<file path="config.mk">
export PLATFORM = sky130hd
export DESIGN_NAME = boardTop
export DESIGN_NICKNAME = d
export VERILOG_FILES = /design/src/common/boardPkg.sv /design/src/common/boardIfs.sv /design/src/rtl/tileStore.sv /design/src/picoPort/picoPortRegs.sv /design/src/picoPort/tickInterrupt.sv /design/src/video/displayTiming.sv /design/src/video/boardRenderer.sv /design/src/rtl/boardTop.sv
export VERILOG_INCLUDE_DIRS = /design/src /design/src/common
export SDC_FILE = /design/constraint.sdc
export NUM_CORES = 2
export LEC_CHECK = 0
export ABC_AREA = 0
export ABC_CLOCK_PERIOD_IN_PS = 7700
export BUFFER_PORTS_ARGS = -buffer_cell sky130_fd_sc_hd__buf_2
export CAP_MARGIN = 20
export CORE_ASPECT_RATIO = 1.75
export CORE_MARGIN = 3
export CORE_UTILIZATION = 47
export CTS_CLUSTER_DIAMETER = 150
export DETAILED_ROUTE_END_ITERATION = 7
export PLACE_DENSITY = 0.69
export SETUP_SLACK_MARGIN = 0.1
export SKIP_LAST_GASP = 1
export SLEW_MARGIN = 20
export SYNTH_ARGS = -nofsm -noshare
export SYNTH_HDL_FRONTEND = slang
export SYNTH_SLANG_ARGS = --single-unit
</file>
<file path="constraint.sdc">
create_clock -name clk -period 7.7 [get_ports clk]
set_input_delay 0 -clock clk [delete_from_list [all_inputs] [get_ports clk]]
set_output_delay 0 -clock clk [all_outputs]
set_load 0.005 [all_outputs]
</file>
<file path="src/common/board_defs.svh">
`ifndef BOARD_DEFS_SVH
`define BOARD_DEFS_SVH

// board geometry
`define BOARD_TILES   10
`define TILE_PIX      32
`define THEM_X0       320     // us board sits at x = 0

// 640x480 raster, pixel clock is clk / PIX_DIV
`define PIX_DIV       4
`define H_TOTAL       800
`define H_ACTIVE      640
`define H_SYNC_START  656
`define H_SYNC_LEN    96
`define V_TOTAL       525
`define V_ACTIVE      480
`define V_SYNC_START  490
`define V_SYNC_LEN    2
`define RENDER_DELAY  8       // clocks from counters to vga pins

`define TICK_PERIOD   1000    // clocks between interrupts, raise for hardware

// 12-bit palette, rgb 4:4:4
`define COL_EMPTY     12'h00F
`define COL_SHIP      12'h888
`define COL_HIT       12'hF00
`define COL_MISS      12'hFFF
`define COL_GHOST     12'h0F0
`define COL_CURSOR    12'hFF0
`define COL_BLACK     12'h000

`endif

</file>
<file path="src/common/boardPkg.sv">
package boardPkg;

    ////////////////////////////////////////////////////////////
    // board tile and bus types
    ////////////////////////////////////////////////////////////

    // state of one board square, as stored in the tile memories
    typedef enum logic [1:0] {
        tileEmpty = 2'd0,  // open water
        tileShip  = 2'd1,  // own ship, not yet struck
        tileHit   = 2'd2,
        tileMiss  = 2'd3
    } tileT;

    // port ids seen on the processor bus
    typedef enum logic [7:0] {
        portCursor    = 8'h00, // r/w
        portWriteAddr = 8'h01, // w, address for the next tile write
        portTileUs    = 8'h02, // w
        portTileThem  = 8'h03, // w
        portReadTile  = 8'h04, // r, us tile under the cursor
        portOrient    = 8'h05, // w
        portShipLen   = 8'h06  // w
    } portAddrT;

    typedef enum logic {
        orientHoriz = 1'b0,
        orientVert  = 1'b1
    } orientT;

    // cursor position, doubles as tile memory address
    typedef struct packed {
        logic [3:0] row;
        logic [3:0] col;
    } cursorT;

    // what a pixel shows, resolved to RGB by the palette
    typedef enum logic [2:0] {
        roleBlack, roleEmpty, roleShip, roleHit, roleMiss, roleGhost, roleCursor
    } colourRoleT;

endpackage

</file>
<file path="src/common/boardIfs.sv">
`timescale 1ns/1ps

// single-strobe write into one of the two tile memories
interface tileWriteIf;
    logic             wrEn;    // one clock pulse per write
    logic             wrThem;  // 0 = us board, 1 = them board
    boardPkg::cursorT wrAddr;
    boardPkg::tileT   wrTile;

    modport source (output wrEn, output wrThem, output wrAddr, output wrTile);
    modport store  (input wrEn, input wrThem, input wrAddr, input wrTile);
endinterface

// raster position and sync from the timing generator
interface pixelIf;
    logic       pixEn;   // one clk in PIX_DIV
    logic [9:0] pixX;
    logic [9:0] pixY;
    logic       videoOn;
    logic       hSync;   // active low
    logic       vSync;   // active low

    modport timing (
        output pixEn, output pixX, output pixY,
        output videoOn, output hSync, output vSync
    );
    modport render (
        input pixEn, input pixX, input pixY,
        input videoOn, input hSync, input vSync
    );
endinterface

</file>
<file path="src/rtl/tileStore.sv">
`timescale 1ns/1ps
`include "board_defs.svh"

module tileStore (
    input  logic             clk,
    tileWriteIf.store        tileWr,
    input  boardPkg::cursorT cursor,
    output boardPkg::tileT   cursorTile,  // registered read for the processor
    input  boardPkg::cursorT usVidAddr,
    input  boardPkg::cursorT themVidAddr,
    output boardPkg::tileT   usVidTile,   // registered video reads
    output boardPkg::tileT   themVidTile
);

    boardPkg::tileT usMem   [256];
    boardPkg::tileT themMem [256];

    // both boards power up as open water
    initial begin
        for (int i = 0; i < 256; i++) begin
            usMem[i]   = boardPkg::tileEmpty;
            themMem[i] = boardPkg::tileEmpty;
        end
    end

    always @(posedge clk) begin
        if (tileWr.wrEn && !tileWr.wrThem) usMem[tileWr.wrAddr]   <= tileWr.wrTile;
        if (tileWr.wrEn &&  tileWr.wrThem) themMem[tileWr.wrAddr] <= tileWr.wrTile;
        cursorTile  <= usMem[cursor];      // processor port of the us board
        usVidTile   <= usMem[usVidAddr];   // video ports, read every clock
        themVidTile <= themMem[themVidAddr];
    end

    // processor must only address squares that exist on the board
    aWrInBoard: assert property (@(posedge clk)
        tileWr.wrEn |-> (tileWr.wrAddr.row < `BOARD_TILES) && (tileWr.wrAddr.col < `BOARD_TILES));

endmodule

</file>
<file path="src/picoPort/picoPortRegs.sv">
`timescale 1ns/1ps

module picoPortRegs (
    input  logic             clk,
    input  logic             rstN,
    input  logic [7:0]       portId,
    input  logic [7:0]       outPort,
    input  logic             writeStrobe,
    input  logic             readStrobe,
    output logic [7:0]       inPort,
    tileWriteIf.source       tileWr,
    input  boardPkg::tileT   cursorTile,
    output boardPkg::cursorT cursor,
    output boardPkg::orientT orient,
    output logic [3:0]       shipLen
);

    boardPkg::cursorT writeAddr;   // target of the next tile write
    logic [7:0]       readSel;     // port id latched by the read strobe
    logic             tileWrite;

    assign tileWrite = writeStrobe &&
                       (portId == boardPkg::portTileUs || portId == boardPkg::portTileThem);

    ////////////////////////////////////////////////////////////
    // write decode
    ////////////////////////////////////////////////////////////
    always_ff @(posedge clk or negedge rstN) begin
        if (!rstN) begin
            cursor      <= '0;
            writeAddr   <= '0;
            orient      <= boardPkg::orientHoriz;
            shipLen     <= '0;
            tileWr.wrEn <= 1'b0;
        end else begin
            tileWr.wrEn <= tileWrite;  // memory write lands one clock later
            if (writeStrobe) begin
                case (portId)
                    boardPkg::portCursor:    cursor    <= outPort;
                    boardPkg::portWriteAddr: writeAddr <= outPort;
                    boardPkg::portOrient:    orient    <= boardPkg::orientT'(outPort[0]);
                    boardPkg::portShipLen:   shipLen   <= outPort[3:0];
                    default: ;             // tile ports handled below
                endcase
            end
        end
    end

    // write payload, only meaningful while wrEn is high
    always_ff @(posedge clk) begin
        if (tileWrite) begin
            tileWr.wrAddr <= writeAddr;
            tileWr.wrTile <= boardPkg::tileT'(outPort[1:0]);
            tileWr.wrThem <= (portId == boardPkg::portTileThem);
        end
    end

    ////////////////////////////////////////////////////////////
    // read mux, one clock behind the sampled port id
    ////////////////////////////////////////////////////////////
    always_ff @(posedge clk or negedge rstN) begin
        if (!rstN) begin
            readSel <= 8'hFF;              // no port, reads as zero
            inPort  <= '0;
        end else begin
            if (readStrobe) readSel <= portId;
            case (readSel)
                boardPkg::portCursor:   inPort <= cursor;
                boardPkg::portReadTile: inPort <= {6'b0, cursorTile};
                default:                inPort <= '0;
            endcase
        end
    end

    // the processor cannot issue back-to-back OUTPUTs
    aWrPulse: assert property (@(posedge clk) disable iff (!rstN)
        tileWr.wrEn |=> !tileWr.wrEn);

endmodule

</file>
<file path="src/picoPort/tickInterrupt.sv">
`timescale 1ns/1ps
`include "board_defs.svh"

module tickInterrupt (
    input  logic clk,
    input  logic rstN,
    input  logic interruptAck,  // one clock pulse from the processor
    output logic interrupt      // level, held until acked
);

    localparam int CntW = $clog2(`TICK_PERIOD);

    logic [CntW-1:0] tickCnt;
    logic            tick;

    assign tick = (tickCnt == CntW'(`TICK_PERIOD - 1));

    always_ff @(posedge clk or negedge rstN) begin
        if (!rstN) begin
            tickCnt   <= '0;
            interrupt <= 1'b0;
        end else begin
            tickCnt <= tick ? '0 : tickCnt + 1'b1;  // free running
            if (interruptAck)  interrupt <= 1'b0;   // ack wins, a pending tick is dropped
            else if (tick)     interrupt <= 1'b1;
        end
    end

    aIrqDrop: assert property (@(posedge clk) disable iff (!rstN)
        $fell(interrupt) |-> $past(interruptAck));

endmodule

</file>
<file path="src/video/displayTiming.sv">
`timescale 1ns/1ps
`include "board_defs.svh"

module displayTiming (
    input  logic   clk,
    input  logic   rstN,
    pixelIf.timing pix
);

    localparam int DivW = $clog2(`PIX_DIV);

    logic [DivW-1:0] divCnt;
    logic [9:0]      hCnt, vCnt;
    logic            lineEnd;

    assign pix.pixEn = (divCnt == '0);   // high on the first clock out of reset
    assign lineEnd   = (hCnt == 10'(`H_TOTAL - 1));

    ////////////////////////////////////////////////////////////
    // pixel divider and raster counters
    ////////////////////////////////////////////////////////////
    always_ff @(posedge clk or negedge rstN) begin
        if (!rstN) begin
            divCnt <= '0;
            hCnt   <= '0;
            vCnt   <= '0;
        end else begin
            divCnt <= (divCnt == DivW'(`PIX_DIV - 1)) ? '0 : divCnt + 1'b1;
            if (pix.pixEn) begin
                hCnt <= lineEnd ? '0 : hCnt + 1'b1;
                if (lineEnd)
                    vCnt <= (vCnt == 10'(`V_TOTAL - 1)) ? '0 : vCnt + 1'b1;
            end
        end
    end

    assign pix.pixX = hCnt;
    assign pix.pixY = vCnt;

    // sync and blanking straight off the counters
    assign pix.videoOn = (hCnt < `H_ACTIVE) && (vCnt < `V_ACTIVE);
    assign pix.hSync   = !((hCnt >= `H_SYNC_START) && (hCnt < `H_SYNC_START + `H_SYNC_LEN));
    assign pix.vSync   = !((vCnt >= `V_SYNC_START) && (vCnt < `V_SYNC_START + `V_SYNC_LEN));

    aXRange: assert property (@(posedge clk) disable iff (!rstN) hCnt < `H_TOTAL);

endmodule

</file>
<file path="src/video/boardRenderer.sv">
`timescale 1ns/1ps
`include "board_defs.svh"

module boardRenderer (
    input  logic             clk,
    input  logic             rstN,
    pixelIf.render           pix,
    input  boardPkg::cursorT cursor,
    input  boardPkg::orientT orient,
    input  logic [3:0]       shipLen,
    output boardPkg::cursorT usVidAddr,
    output boardPkg::cursorT themVidAddr,
    input  boardPkg::tileT   usVidTile,
    input  boardPkg::tileT   themVidTile,
    output logic [3:0]       vgaRed,
    output logic [3:0]       vgaGreen,
    output logic [3:0]       vgaBlue,
    output logic             hSync,
    output logic             vSync
);

    localparam int BoardPix  = `BOARD_TILES * `TILE_PIX;
    localparam int PipeDepth = `RENDER_DELAY / `PIX_DIV;  // pixel stages after the role reg

    logic [9:0]           themX;
    logic [4:0]           tileRow, usCol, themCol;
    logic                 inUs, inThem, onGhost, onCursor;
    boardPkg::colourRoleT role, roleQ;
    logic                 hSyncQ, vSyncQ;
    logic [11:0]          colPipe [PipeDepth];
    logic                 hPipe   [PipeDepth];
    logic                 vPipe   [PipeDepth];

    function automatic boardPkg::colourRoleT tileRole(boardPkg::tileT t);
        case (t)
            boardPkg::tileShip: return boardPkg::roleShip;
            boardPkg::tileHit:  return boardPkg::roleHit;
            boardPkg::tileMiss: return boardPkg::roleMiss;
            default:            return boardPkg::roleEmpty;
        endcase
    endfunction

    function automatic logic [11:0] palette(boardPkg::colourRoleT r);
        case (r)
            boardPkg::roleEmpty:  return `COL_EMPTY;
            boardPkg::roleShip:   return `COL_SHIP;
            boardPkg::roleHit:    return `COL_HIT;
            boardPkg::roleMiss:   return `COL_MISS;
            boardPkg::roleGhost:  return `COL_GHOST;
            boardPkg::roleCursor: return `COL_CURSOR;
            default:              return `COL_BLACK;
        endcase
    endfunction

    ////////////////////////////////////////////////////////////
    // board / tile lookup for the current pixel
    ////////////////////////////////////////////////////////////
    always_comb begin
        themX   = pix.pixX - 10'(`THEM_X0);
        tileRow = 5'(pix.pixY / `TILE_PIX);
        usCol   = 5'(pix.pixX / `TILE_PIX);
        themCol = 5'(themX / `TILE_PIX);
        inUs    = pix.videoOn && (pix.pixX < BoardPix) && (pix.pixY < BoardPix);
        inThem  = pix.videoOn && (pix.pixX >= `THEM_X0) && (pix.pixX < `THEM_X0 + BoardPix)
                  && (pix.pixY < BoardPix);
        usVidAddr   = {tileRow[3:0], usCol[3:0]};   // memory reads every clk
        themVidAddr = {tileRow[3:0], themCol[3:0]};
        // ghost ship runs from the cursor along the chosen axis
        if (orient == boardPkg::orientHoriz)
            onGhost = (tileRow == {1'b0, cursor.row}) && (usCol >= {1'b0, cursor.col})
                      && (usCol < {1'b0, cursor.col} + {1'b0, shipLen});
        else
            onGhost = (usCol == {1'b0, cursor.col}) && (tileRow >= {1'b0, cursor.row})
                      && (tileRow < {1'b0, cursor.row} + {1'b0, shipLen});
        onCursor = (tileRow == {1'b0, cursor.row}) && (themCol == {1'b0, cursor.col});
        if (inUs)        role = onGhost ? boardPkg::roleGhost : tileRole(usVidTile);
        else if (inThem) role = onCursor ? boardPkg::roleCursor : tileRole(themVidTile);
        else             role = boardPkg::roleBlack;  // blanking and below the boards
    end

    ////////////////////////////////////////////////////////////
    // pixel pipeline, advances once per pixel
    ////////////////////////////////////////////////////////////
    always_ff @(posedge clk or negedge rstN) begin
        if (!rstN) begin
            roleQ  <= boardPkg::roleBlack;
            hSyncQ <= 1'b1;
            vSyncQ <= 1'b1;
            for (int i = 0; i < PipeDepth; i++) begin
                colPipe[i] <= `COL_BLACK;
                hPipe[i]   <= 1'b1;
                vPipe[i]   <= 1'b1;
            end
        end else if (pix.pixEn) begin
            roleQ      <= role;    // tile data has settled by the last clk of the pixel
            hSyncQ     <= pix.hSync;
            vSyncQ     <= pix.vSync;
            colPipe[0] <= palette(roleQ);
            hPipe[0]   <= hSyncQ;  // syncs follow the colour stage for stage
            vPipe[0]   <= vSyncQ;
            for (int i = 1; i < PipeDepth; i++) begin
                colPipe[i] <= colPipe[i-1];
                hPipe[i]   <= hPipe[i-1];
                vPipe[i]   <= vPipe[i-1];
            end
        end
    end

    assign {vgaRed, vgaGreen, vgaBlue} = colPipe[PipeDepth-1];
    assign hSync = hPipe[PipeDepth-1];
    assign vSync = vPipe[PipeDepth-1];

endmodule

</file>
<file path="src/rtl/boardTop.sv">
`timescale 1ns/1ps

module boardTop (
    input  logic       clk,
    input  logic       rstN,
    input  logic [7:0] portId,
    input  logic [7:0] outPort,      // byte from the processor
    input  logic       writeStrobe,
    input  logic       readStrobe,
    input  logic       interruptAck,
    output logic [7:0] inPort,       // byte to the processor
    output logic       interrupt,
    output logic [3:0] vgaRed,
    output logic [3:0] vgaGreen,
    output logic [3:0] vgaBlue,
    output logic       hSync,
    output logic       vSync
);

    boardPkg::cursorT cursor;
    boardPkg::orientT orient;
    logic [3:0]       shipLen;
    boardPkg::tileT   cursorTile;    // us tile under the cursor
    boardPkg::cursorT usVidAddr, themVidAddr;
    boardPkg::tileT   usVidTile, themVidTile;

    tileWriteIf tileWr ();
    pixelIf     pix ();

    ////////////////////////////////////////////////////////////
    // processor side
    ////////////////////////////////////////////////////////////
    picoPortRegs portRegs (
        .clk, .rstN, .portId, .outPort, .writeStrobe, .readStrobe, .inPort,
        .tileWr (tileWr.source),
        .cursorTile, .cursor, .orient, .shipLen
    );

    tickInterrupt tickIrq (.clk, .rstN, .interruptAck, .interrupt);

    tileStore tiles (
        .clk,
        .tileWr (tileWr.store),
        .cursor, .cursorTile, .usVidAddr, .themVidAddr, .usVidTile, .themVidTile
    );

    ////////////////////////////////////////////////////////////
    // video side
    ////////////////////////////////////////////////////////////
    displayTiming rasterGen (.clk, .rstN, .pix (pix.timing));

    boardRenderer renderer (
        .clk, .rstN,
        .pix (pix.render),
        .cursor, .orient, .shipLen, .usVidAddr, .themVidAddr, .usVidTile, .themVidTile,
        .vgaRed, .vgaGreen, .vgaBlue, .hSync, .vSync
    );

endmodule

</file>
==> reports/qor.yml <==
status:
  status: "finished, final reports clean"
place:
  dp_hpwl_um: 89700
  pre_cts_slack_ns: 3.19
  routabilityCongestion: 0.909
  placed_cells: 4651
  io_buffers: 43
clock_network:
  cts_setup_buffers: 0
  cts_tree: "yes"
  clock_latency_ns: 0.73
  clk_transition_reported_paths_ns: 0.07
  cts_sinks: 1133
  cts_root_buf: "clkbuf_16"
  htree_levels: 3
  numCtsBuffers: 96
  cts_max_path_buffers: 3
worst_setup_path:
  path_cells: "inv_1 > ha_1 > xor2_4 > buf_4 > mux4_2 > nor2b_1 > a31oi_1 > o311ai_1 > or4_1"
  crit_type: "reg -> reg"
  required_ns: 8.30
  cp_max_fo: 34
  critPathCaptureType: "flop"
  cpPeakStageDelay_ns: 0.79
  cp.arrival_ns: 5.17
  crit_slowest_cell: "dfrtp_4"
  start_kind: "flop"
pwr:
  p_leak_uw: 0.0177
  power_density_nw_per_um2: 214
  vdd_ir_drop_max_mv: 0.190
floorplan:
  dieArea_um2: 114000
  fp.coreArea_um2: 109000
  fp.dieW_um: 256
  start_util_pct: 47.4
  rows: 160
  die_h_um: 444
  io_pins: 44
drt:
  routedWlPerCell_um: 29.3
  final_antenna_net_count: 0
  dr.first_iter.drc_count: 3152
  drt-total-wl_um: 143000
  drc: 0
  vias: 30800
  dr.pass1.iters: 6
  via_per_inst: 6.32
logic_synthesis:
  synth_ff_type: "edfxtp_1"
  syn_nets: 3383
  syn_area_um2: 51500
  synth-edff-count: 1035
  ys_warn_count: 0
  synth.avg_cell_area_um2: 15.5
  synthArstFlopShare_pct: 8.12
  syn_inst: 3319
  synth_cell_type_count: 74
  seq_area_frac_synth_pct: 65.1
  ys_ff_latch: 1133
cells_and_area:
  nFillCells: 8762
  area_growth_pct: 10.4
  final_util_pct: 52.3
  final_common_cell: "edfxtp_1"
  nets: 3393
  final_cell_mix: "1035 x edfxtp_1, 599 x nor2_1, 295 x mux4_2"
  layoutNonFillerInstCount: 4871
  layout-drive-gt1-share_pct: 19.6
sta:
  fin_skew_ns: 0.0303
  slew-limit-headroom_pct: 17.1
  max_freq_ghz: 0.219
  min_period_over_period_pct: 59.4
  worst_hold_slack_ns: 0.103
  period_minus_slack_ns: 4.57
  rsz0062_at_grt: "no"
  hold_viol_final: 0
  setup_violations: 0
  setup_tns_ns: 0
  fin_ws_ns: 3.13
  drv_slew: 0
  worstMarginPinSlew_ns: 1.23
job:
  cap_violations: 0
grt:
  grt_overflow: 0
  grt_pass1_vias: 31900
  grt.total_usage_pct: 25.0
  grt_antenna_before_repair: 0
  grt_pass1_wl_um: 208000
  grt_max_degree: 266
min_path:
  hold_path.class: "in -> reg"
[critical path: cells and delay by family (launching register included)]
kind	cells	cell delay, ns
AOI/OAI and AO/OA	2	0.29
xor gates and xnor gates	1	0.70
adders and majority gates	1	0.47
buffers and inverters	2	0.86
DFF	1	0.79
muxes	1	0.54
and+or+nand+nor	2	0.75
[final cells by class]
type	count	area [um^2]	share of cell area, %
multi-input cells	1893	16600	29.3
clock inverters	66	771	1.36
diodes	1	2.50	0.00440
clock buffers	115	2560	4.50
repair buffers	176	1430	2.51
inverters	29	109	0.191
well taps	1458	1820	3.21
flip-flops and latches	1133	33500	59.0
[Yosys cell counts, types with 12 or more instances]
cell | instances | area, um^2
a21oi_1 | 55 | 275
a221oi_1 | 35 | 307
a22oi_1 | 15 | 113
a31oi_1 | 13 | 81.3
buf_1 | 14 | 52.6
buf_2 | 33 | 165
buf_4 | 48 | 360
buf_6 | 13 | 146
clkbuf_1 | 155 | 582
dfrtp_1 | 78 | 1950
dfstp_2 | 14 | 368
edfxtp_1 | 1035 | 31100
ha_1 | 41 | 513
inv_1 | 26 | 97.6
mux2_2 | 42 | 473
mux2i_1 | 237 | 2370
mux4_2 | 295 | 6640
nand2_1 | 148 | 556
nand2b_1 | 15 | 93.8
nand3_1 | 39 | 195
nand4_1 | 15 | 93.8
nor2_1 | 600 | 2250
nor2b_1 | 21 | 131
nor3_1 | 37 | 185
o211ai_1 | 12 | 90.1
o21ai_0 | 51 | 255
o221ai_1 | 14 | 123
o22ai_1 | 48 | 300
xnor2_1 | 20 | 175
[metrics by stage]
stage | power (uW) | cell area (um^2)
6_report | 12200 | 56900
5_1_grt | 12500 | 56900
4_1_cts | 12200 | 56800
3_5_place_dp | 7160 | 53100
3_3_place_gp | 7160 | 53100
2_1_floorplan | 7020 | 51500
[repair_timing]
action,in CTS,in global routing
endpoints found under the hold margin,131,0
hold buffers,37,0
resized for setup,0,0
endpoints found under the setup margin,0,0
[metal layers]
layer	vias up	routed length (um)	global-route usage (%)
met5	-	0	0
met4	0	11100	17.0
met3	449	9630	3.78
met2	1513	75400	44.6
met1	15900	46700	27.3
li1	12900	-	-
[sequential cells by signal, indices dropped and copies added, names as in the netlist, 6 cells and up]
name,count
tiles.themMem,512
tiles.usMem,512
rasterGen.pix.pixX,10
rasterGen.pix.pixY,10
tickIrq.tickCnt,10
portRegs.cursor,8
portRegs.inPort,8
portRegs.readSel,8
portRegs.tileWr.wrAddr,8
portRegs.writeAddr,8
renderer.colPipe,6
[logic make-up after synthesis]
kind of cell             share of synthesized area (%)
adder cells (fa/ha/maj)                           1.07
AND/OR/NAND/NOR                                   7.50
XOR/XNOR                                         0.493
AO/OA/AOI/OAI                                     4.17
buffers and inverters                             2.78
multiplexers                                      18.9
flip-flops                                        65.1
[power by group]
group	switching (uW)	internal [uW]
Clock	2250	2890
Sequential	21.8	6640
Combinational	229	162
Total	2500	9690
[path summary, 6_finish.rpt]
check	from	endpoint	slack, ns	cells past startpoint
worst min-delay path	outPort[5]	portRegs.writeAddr[5]	0.10	3
min in group asynchronous	rstN	portRegs.readSel[3]	0.41	3
worst min register to register	rasterGen.divCnt[0]	rasterGen.divCnt[0]	0.45	1
worst max-delay path	rasterGen.pix.pixX[6]	tiles.themVidTile[1]	3.13	9
max in group asynchronous	rstN	rasterGen.pix.pixX[6]	6.56	4
worst max register to register	rasterGen.pix.pixX[6]	tiles.themVidTile[1]	3.13	9
Power figures use the tool's default switching activity.
